===== src/logic/memPkg.sv =====
`default_nettype none

package memPkg;

  // One word request from the single requester.
  // A zero wstrb is a read; any set bit writes the matching byte lane.
  typedef struct packed {
    logic        valid;
    logic        instr;
    logic [31:0] addr;
    logic [31:0] wdata;
    logic [3:0]  wstrb;
  } memReq;

  // Response for the request sampled one cycle earlier.
  typedef struct packed {
    logic        ready;
    logic [31:0] rdata;
    logic        error;
  } memResp;

  // Decoded target of a request.
  typedef enum logic [1:0] {
    regionRom,
    regionRam,
    regionNone
  } memRegion;

  // The boot ROM covers 64 words from this base.
  localparam logic [31:0] romBase = 32'h0000_0000;

  // The data RAM starts here.
  // Its size comes from the depth parameter of the top level.
  localparam logic [31:0] ramBase = 32'h8000_0000;

endpackage

`default_nettype wire


===== src/logic/memDecoder.sv =====
`timescale 1ns/1ps
`default_nettype none

module memDecoder #(
  parameter int RamDepthLog2 = 10
) (
  input  logic           clock,
  input  logic           arstN,
  input  memPkg::memReq  hostReq,
  output memPkg::memResp hostResp,
  output memPkg::memReq  romReq,
  output memPkg::memReq  ramReq,
  input  logic [31:0]    romData,
  input  logic [31:0]    ramData
);

  import memPkg::*;

  localparam logic [31:0] ramBytes = 32'd4 << RamDepthLog2;
  localparam logic [31:0] ramLimit = ramBase + ramBytes;

  memRegion region;
  logic     isWrite;
  logic     reqError;

  // Target whose data goes out in the next cycle.
  // Writes and errors leave it at regionNone so rdata reads zero.
  memRegion dataSelQ;
  logic     readyQ;
  logic     errorQ;

  always_comb begin
    if (hostReq.addr[31:8] == romBase[31:8]) begin
      region = regionRom;
    end else if ((hostReq.addr >= ramBase) && (hostReq.addr < ramLimit)) begin
      region = regionRam;
    end else begin
      region = regionNone;
    end
  end

  assign isWrite  = (hostReq.wstrb != 4'b0000);
  assign reqError = (region == regionNone) || ((region == regionRom) && isWrite);

  // Each target only sees valid for requests it must serve.
  always_comb begin
    romReq       = hostReq;
    romReq.valid = hostReq.valid && (region == regionRom) && !isWrite;
  end

  always_comb begin
    ramReq       = hostReq;
    ramReq.valid = hostReq.valid && (region == regionRam);
  end

  always_ff @(posedge clock or negedge arstN) begin
    if (!arstN) begin
      readyQ   <= 1'b0;
      errorQ   <= 1'b0;
      dataSelQ <= regionNone;
    end else begin
      readyQ <= hostReq.valid;
      errorQ <= hostReq.valid && reqError;
      if (hostReq.valid && !reqError && !isWrite) begin
        dataSelQ <= region;
      end else begin
        dataSelQ <= regionNone;
      end
    end
  end

  always_comb begin
    hostResp.ready = readyQ;
    hostResp.error = errorQ;
    case (dataSelQ)
      regionRom: hostResp.rdata = romData;
      regionRam: hostResp.rdata = ramData;
      default:   hostResp.rdata = 32'h0;
    endcase
  end

endmodule

`default_nettype wire


===== config.mk =====
export PLATFORM = sky130hd
export DESIGN_NAME = memDecoder
export DESIGN_NICKNAME = d
export VERILOG_FILES = /design/src/logic/memPkg.sv /design/src/logic/memDecoder.sv
export SDC_FILE = /design/constraint.sdc
export NUM_CORES = 1
export LEC_CHECK = 0
export BUFFER_PORTS_ARGS = -buffer_cell sky130_fd_sc_hd__buf_4
export CAP_MARGIN = 20
export CORE_AREA = 8 8 115 117
export CTS_BUF_LIST = sky130_fd_sc_hd__clkbuf_2
export DETAILED_ROUTE_END_ITERATION = 8
export DIE_AREA = 0 0 123 125
export HOLD_SLACK_MARGIN = 0.15
export SYNTH_ARGS = -nofsm -noshare
export SYNTH_HDL_FRONTEND = slang
export SYNTH_SLANG_ARGS = --single-unit

===== constraint.sdc =====
create_clock -name clock -period 1.3 [get_ports clock]
set_input_delay 0.13 -clock clock [delete_from_list [all_inputs] [get_ports clock]]
set_output_delay 0.13 -clock clock [all_outputs]
set_load 0.02 [all_outputs]

# Yosys cells after proc, flatten, opt, wreduce, memory -nomap -nowiden
# Index checks and enable logic that the tools add are counted.
word_totals:
  reg_bits: 4
  latch_bits: 0
  ramBits: 0
  romBits: 0
  in_bits: 136
  output_inout_bits: 174
  mem_count: 0
op_classes:
  addsub: 0
  mul: 0
  n_div: 0
  order_cmp: 2
  eq_ne: 3
  n_shift: 0
  muxes: 4
  n_bitwise: 0
  n_reduce_logical: 15
op_table:
  columns: ["cell", "count"]
  rows:
  - ["$pmux 32 s2", 1]
  - ["$ge 32x32->1 const B", 1]
  - ["$lt 32x32->1 const B", 1]
  - ["$logic_not 24->1", 1]
  - ["$logic_and 1x1->1", 8]
  - ["$mux 2", 3]
  - ["$eq 2x1->1 const B", 2]
  - ["$logic_not 2->1", 2]
  - ["$reduce_bool 4->1", 1]
  - ["$eq 2x2->1 const B", 1]
  - ["$logic_not 1->1", 2]
  - ["$logic_or 1x1->1", 1]

# Longest topological paths before layout
# Gate-level depths: netlist of the first run.
logic_depth:
  word_depth: 11
  ltp_mapped: 4
  depth_no_buf: 3

# Worst setup path after synthesis of the first run
# No wires, ideal clock.
synth_timing:
  path_type: "input port to output port"
  start: "input port hostReq[66] (netlist name)"
  end: "output port romReq[69] (netlist name)"
  arrival_time_ns: 1.263
  required_time_ns: 1.170
  slack_ns: -0.093
  stages: 3
  path_cell_list: "nor4_1 > nand3_1 > nor4_1"
synth_lines:
  columns: ["element", "line", "source"]
  rows:
  - ["from (decl)", "memDecoder.sv:9", "input memPkg::memReq hostReq,"]
  - ["to (decl)", "memDecoder.sv:11", "output memPkg::memReq romReq,"]

==> results of run 1 <==
==> stage by stage <==
stage / power (uW) / hold slack (ns) / instances / util, % / worst slack (ns)
after CTS: 893 / 0.178 / 447 / 21.7 / -0.0932
after floorplan: 801 / -0.166 / 234 / - / 0.00786
after global placement: 733 / -0.0730 / 441 / 21.0 / -0.115
final: 898 / 0.189 / 448 / 22.3 / -0.0714
after detailed placement: 740 / -0.0734 / 441 / 21.0 / -0.119
after global routing: 948 / 0.184 / 448 / 22.3 / -0.142
==> cells in the mapped netlist <==
| cell type | n |
|---|---|
| dfrtp_1 | 3 |
| nor2_1 | 32 |
| inv_1 | 2 |
| a21oi_1 | 1 |
| nor3_1 | 1 |
| o31a_1 | 1 |
| dfstp_2 | 1 |
| mux2i_1 | 32 |
| nor4_1 | 8 |
| buf_2 | 3 |
| nand3_1 | 2 |
| clkbuf_1 | 4 |
| nand2_1 | 2 |
| a2111o_1 | 1 |
| nor4_2 | 1 |
| buf_4 | 140 |
==> sequential cells by signal, summed over array words and instances, names as in the netlist <==
signal / count
dataSelQ: 2
errorQ: 1
readyQ: 1
==> placed cells by master (no fill, tap or decap), drive strengths merged, types with 2 or more instances in the layout <==
master / instances
dfrtp: 3
mux2i: 32
clkbuf: 4
nand2: 2
dlygate4sd3: 2
nor2: 32
nand3: 2
inv: 2
buf: 208
nor4: 9
==> logic make-up after synthesis <==
logic type	synth area share, %
AOI/OAI and AO/OA	1.44
buffers and inverters	62.5
DFF	5.82
muxes	18.4
and+or+nand+nor	11.8
==> critical path: cells and delay by family, from the launching register on <==
family	cells	cell delay [ns]
flip-flops	1	0.38
multiplexers	1	0.22
buffers and inverters	2	0.35
AND/OR/NAND/NOR	1	0.05
==> worst paths after layout <==
check                            start            to  slack (ns)  cells past startpoint
setup / recovery           dataSelQ[0]  hostResp[24]       -0.07                      4
max in group asynchronous        arstN   dataSelQ[1]        0.85                      2
hold / removal             hostReq[69]        errorQ        0.19                      2
min in group asynchronous        arstN        errorQ        0.25                      2
==> power by group through the flow <==
stage          Sequential, uW  Clock (uW)  Combinational [uW]
2_1_floorplan             131           0                 670
3_3_place_gp              131           0                 602
3_5_place_dp              131           0                 609
4_1_cts                   129         139                 625
5_1_grt                   129         144                 675
6_report                  129         133                 636
==> area by class of cell <==
class | count | area [um2]
fill | 1282 | 9020
timing repair buffer | 210 | 1620
multi-input combinational | 81 | 653
tap | 147 | 184
sequential | 4 | 103
clock buffer | 4 | 20.0
inverter | 2 | 7.51
==> per-layer routing <==
metal / share of wire (%) / up-vias / track usage [%]
met1: 34 / 694 / 7.34
li1: - / 750 / -
met2: 51 / 160 / 13.2
met4: 0.47 / 0 / 1.63
met3: 15 / 8 / 4.64
met5: 0 / - / 0
==> repair_timing <==
| item | CTS | global route |
|---|---|---|
| cloned | 0 | 0 |
| endpoints found under the hold margin | 5 | 0 |
| gates resized for setup | 6 | 11 |
| pin swaps | 3 | 6 |
| endpoints found under the setup margin | 34 | 34 |
| hold buffers | 2 | 0 |
| buffers inserted | 0 | 1 |
==> flow_metrics.tcl, run 1 <==
set metrics [dict create \
    routed_wl_um 6640 \
    timing.slew.headroom_pct 81.2 \
    place_area_mm2 0.00244 \
    min_period_ns 1.37 \
    layout_setup_ws_ns -0.0714 \
    grt_pass1_wl_um 9440 \
    die_w_um 123 \
    violations "negative setup slack" \
    stdcell_area_mm2 0.00259 \
    finalCritPeriodShare_pct 105 \
    clk_pin_slew_ns 0.05 \
    max_freq_mhz 729 \
    ant_nets 0 \
    drive_above_1_share_pct 74.4 \
    wl_per_cell_um 14.8 \
    internal_power_uw 565 \
    area_growth_pct 48.7 \
    avgViaCountPerCell 3.60 \
    worst_pin_slew_ns 0.279 \
    clockBufferDepth 2 \
    avgSynthCellArea_um2 7.44 \
    syn_nets 370 \
    p_seq_share_pct 14.3 \
    leakage_uw 0.00125 \
    powerDensity_mw_per_mm2 347 \
    worstPathMaxFanout 25 \
    cts_root_buf "clkbuf_2" \
    drv_slew 0 \
    routabilityCongestion 0.775 \
    setup_viol 32 \
    drt_iter0_markers 30 \
    start_util_pct 15.0 \
    cts_tree "done" \
    ys_types 16 \
    synth_seq_cells 4 \
    switching_share_pct 37.1 \
    yosysWarningCount 0 \
    ys_seq_area_share_pct 5.82 \
    ioPinCount 310 \
    run_status "complete, but fails checks" \
    pwr-share-clk_pct 14.8 \
    hold_viol_final 0 \
    netlist_area_mm2 0.00174 \
    synth_top_area_share_pct 60.4 \
    rows 40 \
    fp.dieH_um 125 \
    io_buffers 186 \
    critPathArrivalTime_ns 1.24 \
    hpwl_um 5850 \
    yosysTopAreaCell "buf_4" \
    grt_max_degree 33 \
    setup-tns-final_ns -1.34 \
    htreeDepth 1 \
    crit_path_start_kind "register" \
    maxCapViolations 0 \
    critical-path-max-stage-delay_ns 0.38 \
    cpMaxStageDelayCell "dfrtp_2" \
    end_kind "output pin" \
    crit_type "register to output pin" \
    gr-total-overflow 0 \
    via_count 1612 \
    final_nets 438 \
    synth_cells 234 \
    power_switching_uw 334 \
    drcViolationCount 0 \
    antenna_found_initial 0 \
    power_frac_comb_pct 70.8 \
    antenna_cells 0 \
    core-area_mm2 0.0116 \
    grtUsageTotal_pct 7.52 \
    path_cells "buf_12 -> mux2i_1 -> nor2_1 -> buf_4" \
    grt_pass1_vias 1923 \
    holdCritPathClass "input pin to register" \
    cts_buffers 3 \
    netlist_top_cells_area "buf_4, mux2i_1, nor2_1" \
    required_ns 1.17 \
    vdd_drop_max_mv 0.268 \
    rsz0062_at_grt "yes" \
    drtPass1Iterations 3 \
    cts_sinks 4 \
    fp.dieArea_mm2 0.0154 \
]
Power figures use the tool's default switching activity.
==> run 2, diff against run 1 <==
--- a/config.mk
+++ b/config.mk
@@ -12,6 +12,7 @@
 export DETAILED_ROUTE_END_ITERATION = 8
 export DIE_AREA = 0 0 123 125
 export HOLD_SLACK_MARGIN = 0.15
+export RECOVER_POWER = 100
 export SYNTH_ARGS = -nofsm -noshare
 export SYNTH_HDL_FRONTEND = slang
 export SYNTH_SLANG_ARGS = --single-unit
==> flow_metrics.tcl, run 2 (synthesis gave the netlist of run 1 again) <==
set metrics [dict create \
    whs_path_depth 2 \
    hold_path_startpoint "hostReq[69]" \
    grt_pass1_wl_um 9440 \
    grtUsageTotal_pct 7.52 \
    cts_root_buf "clkbuf_2" \
    final_common_cell "buf_4" \
    worstPathMaxFanout 25 \
    max_freq_mhz 729 \
    htreeDepth 1 \
    crit_path_start_kind "register" \
    antenna_cells 0 \
    run_status "complete, but fails checks" \
    critPathArrivalTime_ns 1.24 \
    die_w_um 123 \
    end_kind "output pin" \
    place_area_mm2 0.00244 \
    timing.slew.headroom_pct 79.1 \
    ioPinCount 310 \
    largestRegisters "dataSelQ (2), errorQ (1), readyQ (1)" \
    vdd_drop_max_mv 0.254 \
    finalCritPeriodShare_pct 106 \
    leakage_uw 0.00102 \
    area_growth_pct 35.4 \
    layout_setup_ws_ns -0.0726 \
    largest_register_ffs 2 \
    routed_wl_um 6560 \
    fp.dieArea_mm2 0.0154 \
    fin_util_pct 20.3 \
    cts_tree "done" \
    crit_type "register to output pin" \
    final_cell_mix "buf_4, clkbuf_1, mux2i_1, nor2_1, nor4_4" \
    start_util_pct 15.0 \
    regMostFlops "dataSelQ" \
    antenna_found_initial 0 \
    required_ns 1.17 \
    clk_pin_slew_ns 0.05 \
    routabilityCongestion 0.775 \
    min_period_ns 1.37 \
    powerDensity_mw_per_mm2 345 \
    maxCapViolations 0 \
    fillers 1351 \
    core-area_mm2 0.0116 \
    fp.dieH_um 125 \
    io_buffers 186 \
    clockBufferDepth 2 \
    hold_viol_final 0 \
    grt_pass1_vias 1923 \
    hpwl_um 5850 \
    via_count 1622 \
    stdcell_area_mm2 0.00236 \
    hold_path_end "errorQ" \
    grt_max_degree 33 \
    rsz0062_at_grt "yes" \
    holdCritPathClass "input pin to register" \
    cts_buffers 3 \
    setup-tns-final_ns -1.33 \
    gr-total-overflow 0 \
    drt_iter0_markers 34 \
    wl_per_cell_um 14.6 \
    final_nets 438 \
    violations "negative setup slack" \
    drv_slew 0 \
    drcViolationCount 0 \
    cts_sinks 4 \
    drtPass1Iterations 4 \
    setup_viol 32 \
    worst_pin_slew_ns 0.315 \
    ant_nets 0 \
    drive_above_1_share_pct 54.2 \
    avgViaCountPerCell 3.62 \
    rows 40 \
]
[run 2: cell types whose count changed in the layout (fill, tap and decap cells not counted), sizes merged]
cell | previous run | this run
clkbuf | 4 | 66
buf | 208 | 146
[run 2: layer usage]
layer / up-vias / wire (um) / track usage [%]
li1: 751 / - / -
met1: 703 / 2190 / 7.34
met2: 160 / 3350 / 13.2
met3: 8 / 985 / 4.64
met4: 0 / 31 / 1.63
met5: - / 0 / 0
[run 2: through the flow]
| step | std cells | hold slack [ns] | worst slack (ns) | power, uW |
|---|---|---|---|---|
| after floorplan | 234 | -0.166 | 0.00786 | 801 |
| after detailed placement | 441 | -0.0734 | -0.119 | 740 |
| after CTS | 447 | 0.178 | -0.0932 | 893 |
| after global placement | 441 | -0.0730 | -0.115 | 733 |
| final | 448 | 0.182 | -0.0726 | 813 |
| after global routing | 448 | 0.191 | -0.142 | 864 |
[run 2: worst max-delay path by stage]
| stage | startpoint | endpoint | slack, ns |
|---|---|---|---|
| final | dataSelQ[0] | hostResp[24] | -0.07 |
| after global routing | dataSelQ[0] | hostResp[30] | -0.14 |
| after CTS | dataSelQ[0] | hostResp[5] | -0.09 |
| after detailed placement | hostReq[49] | romReq[69] | -0.12 |
| after global placement | hostReq[49] | romReq[69] | -0.11 |
| after floorplan | dataSelQ[0] | hostResp[10] | 0.008 |
[run 2: where the power goes]
group | leakage (uW) | internal, uW | switching (uW)
clock network | 0.0000166 | 81.2 | 51.9
logic | 0.000962 | 275 | 276
registers | 0.0000461 | 128 | 0.684
total | 0.00102 | 484 | 329
[run 2: area by class of cell]
cell class / count / area [um2] / area share [%]
Clock buffer: 4 / 20.0 / 0.850
Inverter: 2 / 7.51 / 0.319
Multi-Input combinational cell: 81 / 653 / 27.7
Sequential cell: 4 / 103 / 4.35
Tap cell: 147 / 184 / 7.81
Timing Repair Buffer: 210 / 1390 / 58.9
[run 2: critical path: stages, from the launching register on]
cell	delay [ns]
dfrtp_2	0.38
buf_12	0.20
mux2i_1	0.22
nor2_1	0.05
buf_4	0.15
[run 2: repair_timing]
action	CTS	global route
gates cloned	0	0
hold buffers	2	0
buffers inserted	0	1
endpoints found under the hold margin	5	0
pin swaps	3	6
resized for setup	6	11
endpoints found under the setup margin	34	34
==> run 3, diff against run 2 <==
--- a/config.mk
+++ b/config.mk
@@ -5,12 +5,14 @@
 export SDC_FILE = /design/constraint.sdc
 export NUM_CORES = 1
 export LEC_CHECK = 0
+export ABC_AREA = 1
 export BUFFER_PORTS_ARGS = -buffer_cell sky130_fd_sc_hd__buf_4
 export CAP_MARGIN = 20
 export CORE_AREA = 8 8 115 117
 export CTS_BUF_LIST = sky130_fd_sc_hd__clkbuf_2
 export DETAILED_ROUTE_END_ITERATION = 8
 export DIE_AREA = 0 0 123 125
+export GPL_TIMING_DRIVEN = 0
 export HOLD_SLACK_MARGIN = 0.15
 export RECOVER_POWER = 100
 export SYNTH_ARGS = -nofsm -noshare
==> flow_metrics.tcl, run 3 <==
set metrics [dict create \
    run_status "complete, but fails checks" \
    violations "negative setup slack" \
    maxCapViolations 0 \
    min_period_ns 1.50 \
    crit_path_start_kind "register" \
    yosysWarningCount 0 \
    worst_pin_slew_ns 0.350 \
    vdd_drop_max_mv 0.139 \
    largest_register_ffs 2 \
    cts_tree "done" \
    multi_input_area_um2 719 \
    register_area_um2 103 \
    leakage_uw 0.00206 \
    post-place-ws_ns -0.224 \
    crit_type "register to output pin" \
    clk_pin_slew_ns 0.05 \
    fillers 1375 \
    ant_nets 0 \
    antenna_cells 0 \
    grtUsageTotal_pct 11.9 \
    ys_async_sr_fraction_pct 100 \
    final_cell_mix "buf_4, clkbuf_1, inv_1" \
    hold_viol_final 0 \
    fp.dieH_um 125 \
    finalCritPeriodShare_pct 115 \
    regMostFlops "dataSelQ" \
    grt_pass1_vias 2748 \
    worstPathMaxFanout 10 \
    critPathArrivalTime_ns 1.37 \
    place_area_mm2 0.00415 \
    required_ns 1.17 \
    timing.slew.headroom_pct 76.7 \
    routabilityCongestion 0.789 \
    io_buffers 268 \
    hpwl_um 9240 \
    final_common_cell "buf_4" \
    ioPinCount 310 \
    rows 40 \
    clockBufferDepth 2 \
    final_nets 709 \
    total_power_uw 1350 \
    core-area_mm2 0.0116 \
    antenna_found_initial 0 \
    end_kind "output pin" \
    synth_seq_cells 4 \
    drv_slew 0 \
    area_growth_pct 107 \
    holdCritPathClass "input pin to register" \
    via_count 2575 \
    synthTopCellsByCount "buf_4, inv_1, nand3_1" \
    max_freq_mhz 669 \
    gr-total-overflow 0 \
    setup_viol 33 \
    die_w_um 123 \
    grt_pass1_wl_um 14900 \
    avgSynthCellArea_um2 6.72 \
    drt_iter0_markers 40 \
    fp.dieArea_mm2 0.0154 \
    largestRegisters "dataSelQ (2), errorQ (1), readyQ (1)" \
    synth_edf_count 0 \
    powerDensity_mw_per_mm2 335 \
    avgViaCountPerCell 3.58 \
    synth_cells 291 \
    yosysTopAreaCell "buf_4" \
    stdcell_count 719 \
    drtPass1Iterations 3 \
    grt_max_degree 11 \
    synthFlopType "dfrtp_1" \
    netlist_top_cells_area "buf_4, o21ai_2, nand3_1" \
    drive_above_1_share_pct 58.7 \
    netlist_area_mm2 0.00195 \
    synth_top_area_share_pct 53.8 \
    layout_setup_ws_ns -0.196 \
    cts_sinks 4 \
    routed_wl_um 10200 \
    wl_per_cell_um 14.2 \
    yosysMostFrequentCell "buf_4" \
    htreeDepth 1 \
    stdcell_area_mm2 0.00404 \
    syn_nets 427 \
    cts_root_buf "clkbuf_2" \
    dp_cells 706 \
    cts_buffers 3 \
    drcViolationCount 0 \
    rsz0062_at_grt "yes" \
    start_util_pct 16.8 \
    setup-tns-final_ns -5.65 \
    ys_types 19 \
    ys_seq_area_share_pct 5.19 \
]
[run 3: cell types whose count changed after synthesis, moves of 2 or more]
cell / change
nand2_1: +6
buf_6: +3
inv_1: +36
nand3_1: +31
or2_1: +2
o21ai_0: +3
o21ai_2: +30
nor3_2: +2
clkbuf_1: +2
nor2_1: -16
nor4_1: -8
mux2i_1: -32
buf_2: -2
[run 3: repair_timing]
item	in CTS	in global routing
gates resized for setup	62	16
pin swaps	1	2
hold buffers	2	0
buffers inserted	5	1
setup endpoints to repair	32	33
endpoints found under the hold margin	5	0
cloned	1	1
[run 3: per-layer routing]
| layer | wire length, um | up-vias | GRT usage, % |
|---|---|---|---|
| met1 | 3810 | 1135 | 13.0 |
| li1 | - | 1317 | - |
| met4 | 50 | 0 | 1.56 |
| met5 | 0 | - | 0 |
| met2 | 5480 | 119 | 22.8 |
| met3 | 845 | 4 | 2.84 |
[run 3: power by group]
group	total (uW)	leakage, uW	switching, uW	internal [uW]
clock	132	0.0000166	50.8	81.3
combinational	1090	0.00199	549	541
sequential	129	0.0000461	0.891	128
[run 3: path summary, 6_finish.rpt]
| path | cells past startpoint | from | slack (ns) | endpoint |
|---|---|---|---|---|
| max | 4 | dataSelQ[0] | -0.20 | hostResp[18] |
| min | 3 | hostReq[69] | 0.21 | errorQ |
| max in group asynchronous | 2 | arstN | 0.74 | dataSelQ[1] |
| min in group asynchronous | 2 | arstN | 0.31 | errorQ |
[run 3: through the flow]
step,utilization (%),hold WS (ns)
4_1_cts,38.6,0.176
2_1_floorplan,-,-0.166
3_3_place_gp,35.7,-0.0734
3_5_place_dp,35.7,-0.0729
6_report,34.8,0.207
5_1_grt,34.8,0.204
[run 3: critical path, stage by stage (launching register included)]
cell     delay (ns)
dfrtp_2        0.42
or2_4          0.30
buf_8          0.17
o21ai_2        0.14
buf_6          0.14
[run 3: final cells by class]
cell class	instances	share of cell area (%)
repair buffers	278	41.9
plain buffers	149	29.2
multi-input cells	99	17.8
well taps	147	4.55
inverters	38	3.53
flip-flops and latches	4	2.54
clock buffers	4	0.496
[run 3: cells by family after synthesis]
logic type	synth area share [%]
compound gates	14.2
buf+inv	64.2
flops	5.19
simple gates	16.4
