===== config.mk =====
export PLATFORM = sky130hd
export DESIGN_NAME = bootRom
export DESIGN_NICKNAME = d
export VERILOG_FILES = /design/src/logic/memPkg.sv /design/src/logic/bootRom.sv
export SDC_FILE = /design/constraint.sdc
export NUM_CORES = 1
export LEC_CHECK = 0
export ABC_CLOCK_PERIOD_IN_PS = 1060
export BUFFER_PORTS_ARGS = -buffer_cell sky130_fd_sc_hd__buf_2
export CORE_AREA = 2 2 82 84
export CTS_CLUSTER_DIAMETER = 150
export DETAILED_ROUTE_END_ITERATION = 8
export DIE_AREA = 0 0 84 86
export PLACE_DENSITY_LB_ADDON = 0.25
export SLEW_MARGIN = 40
export SYNTH_ARGS = -nofsm -noshare
export SYNTH_HDL_FRONTEND = slang
export SYNTH_SLANG_ARGS = --single-unit

===== constraint.sdc =====
create_clock -name clock -period 1.06 [get_ports clock]
set_input_delay 0 -clock clock [delete_from_list [all_inputs] [get_ports clock]]
set_output_delay 0 -clock clock [all_outputs]
set_load 0.02 [all_outputs]

===== src/logic/memPkg.sv =====
`default_nettype none

package memPkg;

  // One word request from the single requester.
  // A zero wstrb is a read; any set bit writes the matching byte lane.
  typedef struct packed {
    logic        valid;
    logic        instr;
    logic [31:0] addr;
    logic [31:0] wdata;
    logic [3:0]  wstrb;
  } memReq;

  // Response for the request sampled one cycle earlier.
  typedef struct packed {
    logic        ready;
    logic [31:0] rdata;
    logic        error;
  } memResp;

  // Decoded target of a request.
  typedef enum logic [1:0] {
    regionRom,
    regionRam,
    regionNone
  } memRegion;

  // The boot ROM covers 64 words from this base.
  localparam logic [31:0] romBase = 32'h0000_0000;

  // The data RAM starts here.
  // Its size comes from the depth parameter of the top level.
  localparam logic [31:0] ramBase = 32'h8000_0000;

endpackage

`default_nettype wire


===== src/logic/bootRom.sv =====
`timescale 1ns/1ps
`default_nettype none

module bootRom (
  input  logic          clock,
  input  logic          arstN,
  input  memPkg::memReq romReq,
  output logic [31:0]   romData
);

  logic [5:0]  wordIdx;
  logic [31:0] romWord;

  assign wordIdx = romReq.addr[7:2];

  always_comb begin
    case (wordIdx)
      // Clear the integer registers with compressed loads of zero.
      6'h00: romWord = 32'h4101_4081;
      6'h01: romWord = 32'h4201_4181;
      6'h02: romWord = 32'h4301_4281;
      6'h03: romWord = 32'h4401_4381;
      6'h04: romWord = 32'h4501_4481;
      6'h05: romWord = 32'h4601_4581;
      6'h06: romWord = 32'h4701_4681;
      6'h07: romWord = 32'h4801_4781;
      6'h08: romWord = 32'h4901_4881;
      6'h09: romWord = 32'h4A01_4981;
      6'h0A: romWord = 32'h4B01_4A81;
      6'h0B: romWord = 32'h4C01_4B81;
      6'h0C: romWord = 32'h4D01_4C81;
      6'h0D: romWord = 32'h4E01_4D81;
      6'h0E: romWord = 32'h4F01_4E81;
      // Trap vector and status setup.
      6'h0F: romWord = 32'h62F9_4F81;
      6'h10: romWord = 32'h6082_8293;
      6'h11: romWord = 32'h3002_A073;
      6'h12: romWord = 32'hA073_42BD;
      6'h13: romWord = 32'h0297_3042;
      6'h14: romWord = 32'h8293_0000;
      6'h15: romWord = 32'h9073_01C2;
      // Copy loop moving the data block into RAM.
      6'h16: romWord = 32'h02B7_3052;
      6'h17: romWord = 32'h0337_0100;
      6'h18: romWord = 32'h4381_8000;
      6'h19: romWord = 32'h0008_0E37;
      6'h1A: romWord = 32'h42E1_A001;
      6'h1B: romWord = 32'h3420_2373;
      6'h1C: romWord = 32'hFE62_9CE3;
      6'h1D: romWord = 32'h0002_AE83;
      6'h1E: romWord = 32'h01D3_2023;
      6'h1F: romWord = 32'h0391_0311;
      6'h20: romWord = 32'h01C3_D463;
      6'h21: romWord = 32'h3020_0073;
      // Load the RAM base and jump there.
      6'h22: romWord = 32'h8000_00B7;
      6'h23: romWord = 32'h0000_8067;
      6'h24: romWord = 32'h0000_0000;
      6'h25: romWord = 32'h0000_0000;
      6'h26: romWord = 32'h0000_0000;
      6'h27: romWord = 32'h0000_0000;
      6'h28: romWord = 32'h0000_0000;
      6'h29: romWord = 32'h0000_0000;
      6'h2A: romWord = 32'h0000_0000;
      6'h2B: romWord = 32'h0000_0000;
      6'h2C: romWord = 32'h0000_0000;
      6'h2D: romWord = 32'h0000_0000;
      6'h2E: romWord = 32'h0000_0000;
      6'h2F: romWord = 32'h0000_0000;
      6'h30: romWord = 32'h0000_0000;
      6'h31: romWord = 32'h0000_0000;
      6'h32: romWord = 32'h0000_0000;
      6'h33: romWord = 32'h0000_0000;
      6'h34: romWord = 32'h0000_0000;
      6'h35: romWord = 32'h0000_0000;
      6'h36: romWord = 32'h0000_0000;
      6'h37: romWord = 32'h0000_0000;
      6'h38: romWord = 32'h0000_0000;
      6'h39: romWord = 32'h0000_0000;
      6'h3A: romWord = 32'h0000_0000;
      6'h3B: romWord = 32'h0000_0000;
      6'h3C: romWord = 32'h0000_0000;
      6'h3D: romWord = 32'h0000_0000;
      6'h3E: romWord = 32'h0000_0000;
      6'h3F: romWord = 32'h0000_0000;
    endcase
  end

  // The output register only loads on a request and holds otherwise.
  always_ff @(posedge clock or negedge arstN) begin
    if (!arstN) begin
      romData <= 32'h0;
    end else if (romReq.valid) begin
      romData <= romWord;
    end
  end

endmodule

`default_nettype wire


**Word-level counts from Yosys, hierarchy flattened**

Memory sizes are Yosys's and may differ from the RTL's. A register that Yosys moved wholly into a read port is not among the register bits.
Index checks and enable logic that the tools add are counted.

- Bits in registers: 0
- Bits in read-only memories: 2,048
- Bits of input ports: 72
- Memories kept: 1

Memory list:

| memory | depth | width | read ports | clocked after Yosys merged registers in | wr ports | RTL line | source |
|---|---|---|---|---|---|---|---|
| (no name shown) | 64 | 32 | 1 | 1 | 0 | bootRom.sv:17 | `case (wordIdx)` |

- Reductions and logical operators: 1

Operator list:

| operator | count |
|---|---|
| logical NOT 1 bit | 1 |

**Longest topological paths before layout**

Gate-level depths: netlist (run 1).

- Depth after elaboration: 1
- Mapped depth: 8
- Gate-level depth less buffers: 6

**Worst setup path before layout (run 1)**

OpenSTA, ideal clock, no wires.

- Path kind: in2reg
- Start point: input romReq[38] in the netlist's numbering
- End point: register romData[1]
- Setup time: 0.137 ns
- Arrival: 1.464 ns
- Data required time: 0.923 ns
- Path slack: -0.541 ns
- Cell stages on the path: 6
- Path buffers: 1
- Cell sequence: clkbuf_1 inv_1 ha_1 mux4_2 a21oi_1 a21oi_1

RTL lines:

| item | RTL line | source |
|---|---|---|
| start, declared | bootRom.sv:7 | `input memPkg::memReq romReq,` |
| end, declared | bootRom.sv:8 | `output logic [31:0] romData` |

==> impl_metrics.json, run 1 <==
{
  "outcome": "complete, no violations",
  "largest-register": "romData",
  "gr-total-overflow": 0,
  "coreArea_sq_um": 6280,
  "fin_cells": 409,
  "die_w_um": 84,
  "insertedDiodeCount": 0,
  "async_flop_share": 1.00,
  "ant_nets": 0,
  "syn-cell-area_sq_um": 2180,
  "crit_buf_inv": 2,
  "worstPathRequired_ns": 1.29,
  "rsz0062_at_grt": "yes",
  "synth_seq_cells": 32,
  "dp_cells": 401,
  "avgSynthCellArea_sq_um": 8.84,
  "path_max_fanout": 14,
  "synth_flop_cell": "dfrtp_1",
  "slew_headroom": 0.704,
  "cp_cell_sequence": "buf_2, buf_4, nor2_2, o21ai_2, a311oi_1, mux2_2",
  "die_area_sq_um": 7220,
  "fin_crit_ns": 1.04,
  "die_h_um": 86,
  "top_regs": "romData: 32 flops",
  "drtIter0Drc": 130,
  "firstDrtPassIters": 5,
  "dp_hpwl_um": 5270,
  "r2r-end": "romData[17]$_DFFE_PN0P_",
  "yosys_warnings": 0,
  "cts_setup_buffers": 0,
  "cts_buffers": 5,
  "remaining_drc_errors": 0,
  "wl_um": 6850,
  "grt_max_degree": 22,
  "rows": 29,
  "synth_commonest_cells": "dfrtp_1, inv_1, nor2_1",
  "reg2reg_setup_slack_ns": 0.18,
  "place.gp.congestion": 0.940,
  "synthTopCellsByArea": "dfrtp_1, ha_1, mux2i_1",
  "syn_to_final_growth_pct": 40.1,
  "synth_top_area_cell": "dfrtp_1",
  "crit-reg2reg-launch": "romData[17]$_DFFE_PN0P_",
  "grt_pass1_wl_um": 11200,
  "htreeDepth": 2,
  "max_freq_mhz": 959,
  "grt_use_total": 0.199,
  "slowest_stage": "a311oi_1",
  "io_buffers": 40,
  "syn_inst": 246,
  "cts_sinks": 32,
  "synth-seq-area-share": 0.368,
  "synthesis.nets": 327,
  "wl_per_cell_um": 16.8,
  "startpoint_type": "primary input",
  "cpPeakStageDelay_ns": 0.27,
  "fin_util": 0.486,
  "path_clk_slew_ns": 0.08,
  "cts_root_buffer": "clkbuf_8",
  "drive_gt1_frac": 0.398,
  "viasPerCell": 5.26,
  "critical_path_depth": 6,
  "synth_most_common_cell": "dfrtp_1",
  "largest_register_ffs": 32,
  "synth_edf_count": 0,
  "ys_types": 52,
  "crit_family": "buffers and inverters",
  "cp-end-kind": "register",
  "skew_ns": 0,
  "reg2reg_depth": 3,
  "finalNetCount": 413,
  "grt_pass1_vias": 2142,
  "antenna_found_initial": 0,
  "worst_slew_pin_slew_ns": 0.444,
  "max-cap-violations": 0,
  "ioPinCount": 104,
  "finalHoldViolations": 0,
  "clock_latency_ns": 0.28,
  "post-route-period-util": 0.984,
  "arrival_ns": 1.28,
  "finalHoldWorstSlack_ns": 0.176,
  "yosysTopAreaCellShare": 0.368,
  "tritoncts": "yes",
  "start_util": 0.347,
  "power_density_nw_per_um2": 1140,
  "ir_drop_mv": 0.629,
  "hp-class": "in -> async",
  "vias": 2151,
  "path_class": "in -> reg",
  "power_leakage_nw": 1.46,
  "drv_slew": 0,
  "clockBufferDepth": 2,
  "setup_viol": 0
}
[what timing repair did]
item,CTS,global route
resized for setup,2,11
hold buffers,1,0
hold endpoints to repair,18,0
pin swaps,0,5
endpoints found under the setup margin,1,8
[area by class of cell]
cell class	instances	area, sq um
Clock buffer	7	96.3
Fill cell	618	3230
Inverter	21	88.8
Multi-Input combinational cell	171	1260
Sequential cell	32	801
Tap cell	77	96.3
Timing Repair Buffer	101	706
[layer usage]
layer  vias up  track usage  wire length (um)
met3        22       0.0356               358
met2        78        0.319              3040
li1       1059            -                 -
met1       992        0.271              3270
met4         0       0.0733               182
met5         -            0                 0
[worst register-to-register path: stages, from the launching register on]
cell and delay, ns:
dfrtp_1 0.38, nor2b_1 0.13, a41oi_1 0.16, nand3_1 0.09
[power by group]
group | total (mW) | leakage [nW] | internal [mW] | switching (mW)
Combinational | 1.05 | 1.00 | 0.450 | 0.598
Sequential | 1.38 | 0.407 | 1.32 | 0.0537
Clock | 1.04 | 0.0503 | 0.578 | 0.462
Total | 3.47 | 1.46 | 2.35 | 1.11
[layout by cell type (no fill, tap or decap), drive strengths merged, types with 2 or more instances in the layout]
cell type	instances
a22oi	2
clkbuf	10
a21oi	13
buf	97
a311oi	3
o22ai	5
a21o	3
nand2b	6
nand3	9
mux2i	8
mux4	2
o211ai	6
a21boi	2
nand2	17
o32ai	2
o221ai	4
or3	2
ha	9
dfrtp	32
and3	2
o2bb2ai	2
and2b	2
nor2b	7
mux2	3
a32oi	3
nor2	20
o21ai	14
a31oi	8
inv	21
[logic make-up (layout without fill, tap and decap cells)]
family,Yosys count,count (layout),synth area share
DFF,32,32,0.368
and+or+nand+nor,72,72,0.173
AOI/OAI and AO/OA,77,77,0.245
adders and majority gates,9,9,0.0518
buffers and inverters,43,129,0.0891
muxes,13,13,0.0730
[how the worst max path moves through the flow]
| stage | slack, ns | from | end |
|---|---|---|---|
| detailed placement | -0.35 | romReq[38] | romData[21]$_DFFE_PN0P_ |
| global placement | -0.34 | romReq[38] | romData[21]$_DFFE_PN0P_ |
| finish | 0.02 | romReq[40] | romData[9]$_DFFE_PN0P_ |
| global route | -0.02 | romReq[40] | romData[9]$_DFFE_PN0P_ |
| floorplan | -0.12 | romReq[38] | romData[1]$_DFFE_PN0P_ |
| CTS | 0.03 | romReq[40] | romData[9]$_DFFE_PN0P_ |
[metrics by stage]
step	setup TNS (ns)	setup WS, ns	total power, mW	instance area [sq um]
after CTS	0	0.0259	3.47	3000
after detailed placement	-5.59	-0.350	2.43	2880
after global routing	-0.0203	-0.0203	3.64	3050
after floorplan	-0.208	-0.124	1.99	2260
final	0	0.0170	3.47	3050
after global placement	-5.28	-0.338	2.43	2880
No activity file was read; power rests on OpenSTA's default activity.
==> inputs of run 2 (changes only) <==
CTS_BUF_LIST = sky130_fd_sc_hd__clkbuf_16   (was not set)
==> run 2 against run 1 <==
Against the previous run: maximum frequency is 5.5% higher; flip-flop and latch count stayed put; via count is 0.60% lower; design area is 1.1% higher; sequential power hardly changed; highest routed layer unchanged; worst hold slack better by 0.0070 ns; non-clock buffer count stayed put; die area stayed put; cell count stayed put; clock power is 29% higher; sequential share of layout area is 0.28 points lower; critical path depth stayed put.
==> impl_metrics.json, run 2 (same netlist as run 1, synthesis figures left out) <==
{
  "ant_nets": 0,
  "setup_viol": 0,
  "finalNetCount": 413,
  "startpoint_type": "primary input",
  "drtIter0Drc": 151,
  "place.gp.congestion": 0.940,
  "viasPerCell": 5.23,
  "rsz0062_at_grt": "no",
  "power_density_nw_per_um2": 1220,
  "hp-class": "in -> reg",
  "clock_latency_ns": 0.28,
  "wl_um": 6860,
  "regArea_sq_um": 801,
  "coreArea_sq_um": 6280,
  "path_class": "in -> reg",
  "outcome": "complete, no violations",
  "remaining_drc_errors": 0,
  "grt_pass1_wl_um": 11300,
  "start_util": 0.347,
  "post-route-period-util": 0.933,
  "power.total_mw": 3.76,
  "gr-total-overflow": 0,
  "cp-end-kind": "register",
  "fin_util": 0.491,
  "cts_setup_buffers": 0,
  "htreeDepth": 2,
  "skew_ns": 0,
  "path_max_fanout": 9,
  "cts_root_buffer": "clkbuf_16",
  "crit_buf_inv": 2,
  "antenna_found_initial": 0,
  "layout_commonest_cell": "buf_4",
  "power_leakage_nw": 1.47,
  "largest-register": "romData",
  "grt_pass1_vias": 2127,
  "io_buffers": 40,
  "ioPinCount": 104,
  "layout_common_cells": "buf_4, buf_2, dfrtp_1, nor2_1, inv_1",
  "worst_slew_pin_slew_ns": 0.448,
  "die_h_um": 86,
  "max_freq_mhz": 1010,
  "grt_use_total": 0.202,
  "slew_headroom": 0.702,
  "rows": 29,
  "worstPathRequired_ns": 1.22,
  "drive_gt1_frac": 0.386,
  "setup_slack_ns": 0.0710,
  "max-cap-violations": 0,
  "top_regs": "romData: 32 flops",
  "drv_slew": 0,
  "insertedDiodeCount": 0,
  "dp_hpwl_um": 5270,
  "grt_max_degree": 22,
  "wl_per_cell_um": 16.8,
  "vias": 2138,
  "die_area_sq_um": 7220,
  "multi_input_area_sq_um": 1250,
  "final.setup.tns_ns": 0,
  "path_clk_slew_ns": 0.05,
  "finalHoldViolations": 0,
  "tritoncts": "yes",
  "die_w_um": 84,
  "fin_crit_ns": 0.989,
  "cts_sinks": 32,
  "slowest_stage": "ha_1",
  "arrival_ns": 1.15,
  "crit_family": "buffers and inverters",
  "n_fill_cell": 618,
  "firstDrtPassIters": 4,
  "largest_register_ffs": 32,
  "dp_cells": 401,
  "cp_cell_sequence": "clkbuf_4, buf_4, ha_1, o21ai_0, a21boi_0, mux2_2",
  "dpl_worst_slack_ns": -0.350,
  "syn_to_final_growth_pct": 41.6,
  "fin_cells": 409,
  "cts_buffers": 5,
  "clockBufferDepth": 2,
  "cpPeakStageDelay_ns": 0.26,
  "ir_drop_mv": 0.739
}
## run 2: metal layers
| metal | vias to the layer above | share of wire | track usage |
|---|---|---|---|
| met5 | - | 0 | 0 |
| met4 | 0 | 0.026 | 0.0674 |
| met1 | 992 | 0.47 | 0.268 |
| met2 | 68 | 0.45 | 0.324 |
| li1 | 1059 | - | - |
| met3 | 19 | 0.052 | 0.0500 |
## run 2: power breakdown
part	switching, mW	total, mW	internal, mW
registers	0.0540	1.38	1.33
clock network	0.498	1.34	0.838
logic	0.598	1.05	0.449
## run 2: worst min-delay path, stage by stage
cell     delay, ns
buf_2         0.17
a21o_1        0.17
nand3_1       0.08
## run 2: cell type report
class,instances,share of cell area
Clock buffer,5,0.0406
Clock inverter,2,0.00244
Inverter,21,0.0288
Multi-Input combinational cell,171,0.407
Sequential cell,32,0.260
Tap cell,77,0.0313
Timing Repair Buffer,101,0.229
## run 2: path summary, 6_finish.rpt
check                                   startpoint                       to  slack (ns)  cells after the start
max                                     romReq[38]  romData[11]$_DFFE_PN0P_        0.07                      6
min                                     romReq[42]  romData[16]$_DFFE_PN0P_        0.18                      3
max reg2reg                romData[17]$_DFFE_PN0P_  romData[17]$_DFFE_PN0P_        0.18                      3
min reg2reg                romData[24]$_DFFE_PN0P_  romData[24]$_DFFE_PN0P_        0.50                      2
max in group asynchronous                    arstN   romData[3]$_DFFE_PN0P_        0.42                      3
min in group asynchronous                    arstN  romData[13]$_DFFE_PN0P_        0.20                      2
## run 2: per-stage QoR
stage	area, sq um	hold WS (ns)
2_1_floorplan	2260	-0.296
3_3_place_gp	2880	-0.0336
3_5_place_dp	2880	-0.0308
4_1_cts	3040	0.181
5_1_grt	3080	0.210
6_report	3080	0.183
## run 2: timing repair
action / in CTS / in global routing
hold buffers: 1 / 0
resized for setup: 2 / 11
endpoints found under the hold margin: 14 / 0
endpoints found under the setup margin: 1 / 9
pin swaps: 0 / 5
==> inputs of run 3 (changes only) <==
CORE_AREA = 2 2 72 74   (was 2 2 82 84)
DIE_AREA = 0 0 74 76   (was 0 0 84 86)
==> run 3 against run 2 <==
Against the previous run: maximum frequency shrank 0.79%; design area decreased by 0.69%; cell count is 0.73% lower; core utilization up 13 points; via count is 2.9% higher; clock power hardly changed; flip-flop and latch count unchanged; die area is 22% lower; largest cell class unchanged; non-clock buffer count is 3 higher; sequential power hardly changed.
==> impl_metrics.json, run 3 (same netlist as run 1, synthesis figures left out) <==
{
  "ant_nets": 0,
  "drv_slew": 0,
  "firstDrtPassIters": 7,
  "dp_cells": 397,
  "power_leakage_nw": 1.48,
  "cts_root_buffer": "clkbuf_16",
  "layout_commonest_cell": "buf_4",
  "vias": 2201,
  "clock_latency_ns": 0.27,
  "wl_per_cell_um": 16.1,
  "worst_slew_pin_slew_ns": 0.414,
  "finalNetCount": 416,
  "startpoint_type": "primary input",
  "fin_cells": 406,
  "die_w_um": 74,
  "die_area_sq_um": 5620,
  "finalHoldWorstSlack_ns": 0.238,
  "cts_sinks": 32,
  "dpl_worst_slack_ns": -0.284,
  "max-cap-violations": 0,
  "slew_headroom": 0.724,
  "finalHoldViolations": 0,
  "reg2reg_setup_slack_ns": 0.19,
  "syn_to_final_growth_pct": 40.6,
  "place.gp.congestion": 0.924,
  "grt_pass1_wl_um": 11100,
  "max_freq_mhz": 1000,
  "ioPinCount": 104,
  "hold_depth": 3,
  "ir_drop_mv": 0.584,
  "grt_max_degree": 33,
  "post-route-period-util": 0.940,
  "top_regs": "romData: 32 flops",
  "wl_um": 6520,
  "grt_pass1_vias": 2169,
  "cts_buffers": 5,
  "path_clk_slew_ns": 0.05,
  "remaining_drc_errors": 0,
  "min_from": "romReq[69]",
  "insertedDiodeCount": 0,
  "viasPerCell": 5.42,
  "coreArea_sq_um": 4910,
  "htreeDepth": 2,
  "start_util": 0.443,
  "worstHoldEndpoint": "romData[22]$_DFFE_PN0P_",
  "gr-total-overflow": 0,
  "crit-reg2reg-launch": "romData[17]$_DFFE_PN0P_",
  "final.setup.tns_ns": 0,
  "fin_util": 0.623,
  "drtIter0Drc": 145,
  "path_max_fanout": 5,
  "path_class": "in -> reg",
  "largest-register": "romData",
  "setup_viol": 0,
  "layout_common_cells": "buf_4, buf_2, dfrtp_1, inv_1, nor2_1",
  "outcome": "complete, no violations",
  "reg2reg_depth": 3,
  "arrival_ns": 1.16,
  "io_buffers": 40,
  "clockBufferDepth": 2,
  "drive_gt1_frac": 0.396,
  "worstPathRequired_ns": 1.22,
  "setup_slack_ns": 0.0631,
  "largest_register_ffs": 32,
  "dp_hpwl_um": 4960,
  "tritoncts": "yes",
  "grt_use_total": 0.258,
  "hp-class": "in -> reg",
  "power_density_nw_per_um2": 1220,
  "skew_ns": 0,
  "antenna_found_initial": 0,
  "die_h_um": 76,
  "fin_crit_ns": 0.997,
  "r2r-end": "romData[17]$_DFFE_PN0P_",
  "cp-end-kind": "register",
  "rows": 26
}
-- run 3: changes by cell type in the layout (fill, tap and decap cells not counted), moves of 2 or more --
cell / delta
o21ai_1: +2
nor2b_2: +2
clkbuf_4: +2
buf_4: +5
buf_12: -3
nor2b_1: -2
-- run 3: report_power, final --
part | leakage, nW | switching [mW] | total [mW] | internal (mW)
registers | 0.407 | 0.0510 | 1.38 | 1.33
logic | 1.00 | 0.591 | 1.03 | 0.438
clock network | 0.0738 | 0.495 | 1.34 | 0.843
-- run 3: worst max-delay path, cell delays in order --
cell and delay [ns]:
clkbuf_4 0.16, ha_2 0.20, nor2b_2 0.16, buf_4 0.14, a32oi_2 0.23, o311a_1 0.19
o22ai_1 0.07
-- run 3: metrics by stage --
step	area, sq um	power, mW
5_1_grt	3060	3.94
4_1_cts	3010	3.74
2_1_floorplan	2260	1.99
6_report	3060	3.75
3_5_place_dp	2860	2.40
3_3_place_gp	2860	2.39
-- run 3: what timing repair did --
item                       in CTS  in global routing
setup buffers                   0                  0
hold buffers                    1                  0
resized for setup               0                 15
setup endpoints to repair       0                 15
hold endpoints to repair       32                  0
-- run 3: cell type report --
type	instances	area, sq um
Fill cell	437	1850
Multi-Input combinational cell	171	1250
Sequential cell	32	801
Timing Repair Buffer	104	694
Clock buffer	5	125
Inverter	21	88.8
Tap cell	70	87.6
Clock inverter	3	11.3
-- run 3: how the worst max path moves through the flow --
| stage | from | slack, ns | end |
|---|---|---|---|
| after floorplan | romReq[38] | -0.12 | romData[1]$_DFFE_PN0P_ |
| after global placement | romReq[41] | -0.30 | romData[22]$_DFFE_PN0P_ |
| after detailed placement | romReq[41] | -0.28 | romData[22]$_DFFE_PN0P_ |
| after CTS | romReq[41] | 0.002 | romData[22]$_DFFE_PN0P_ |
| after global routing | romReq[38] | -0.001 | romData[4]$_DFFE_PN0P_ |
| final | romReq[38] | 0.06 | romData[21]$_DFFE_PN0P_ |
-- run 3: layer usage --
layer,GRT usage,routed length (um)
met5,0,0
met4,0.0545,84
met3,0.0384,335
met2,0.406,3120
met1,0.374,2980
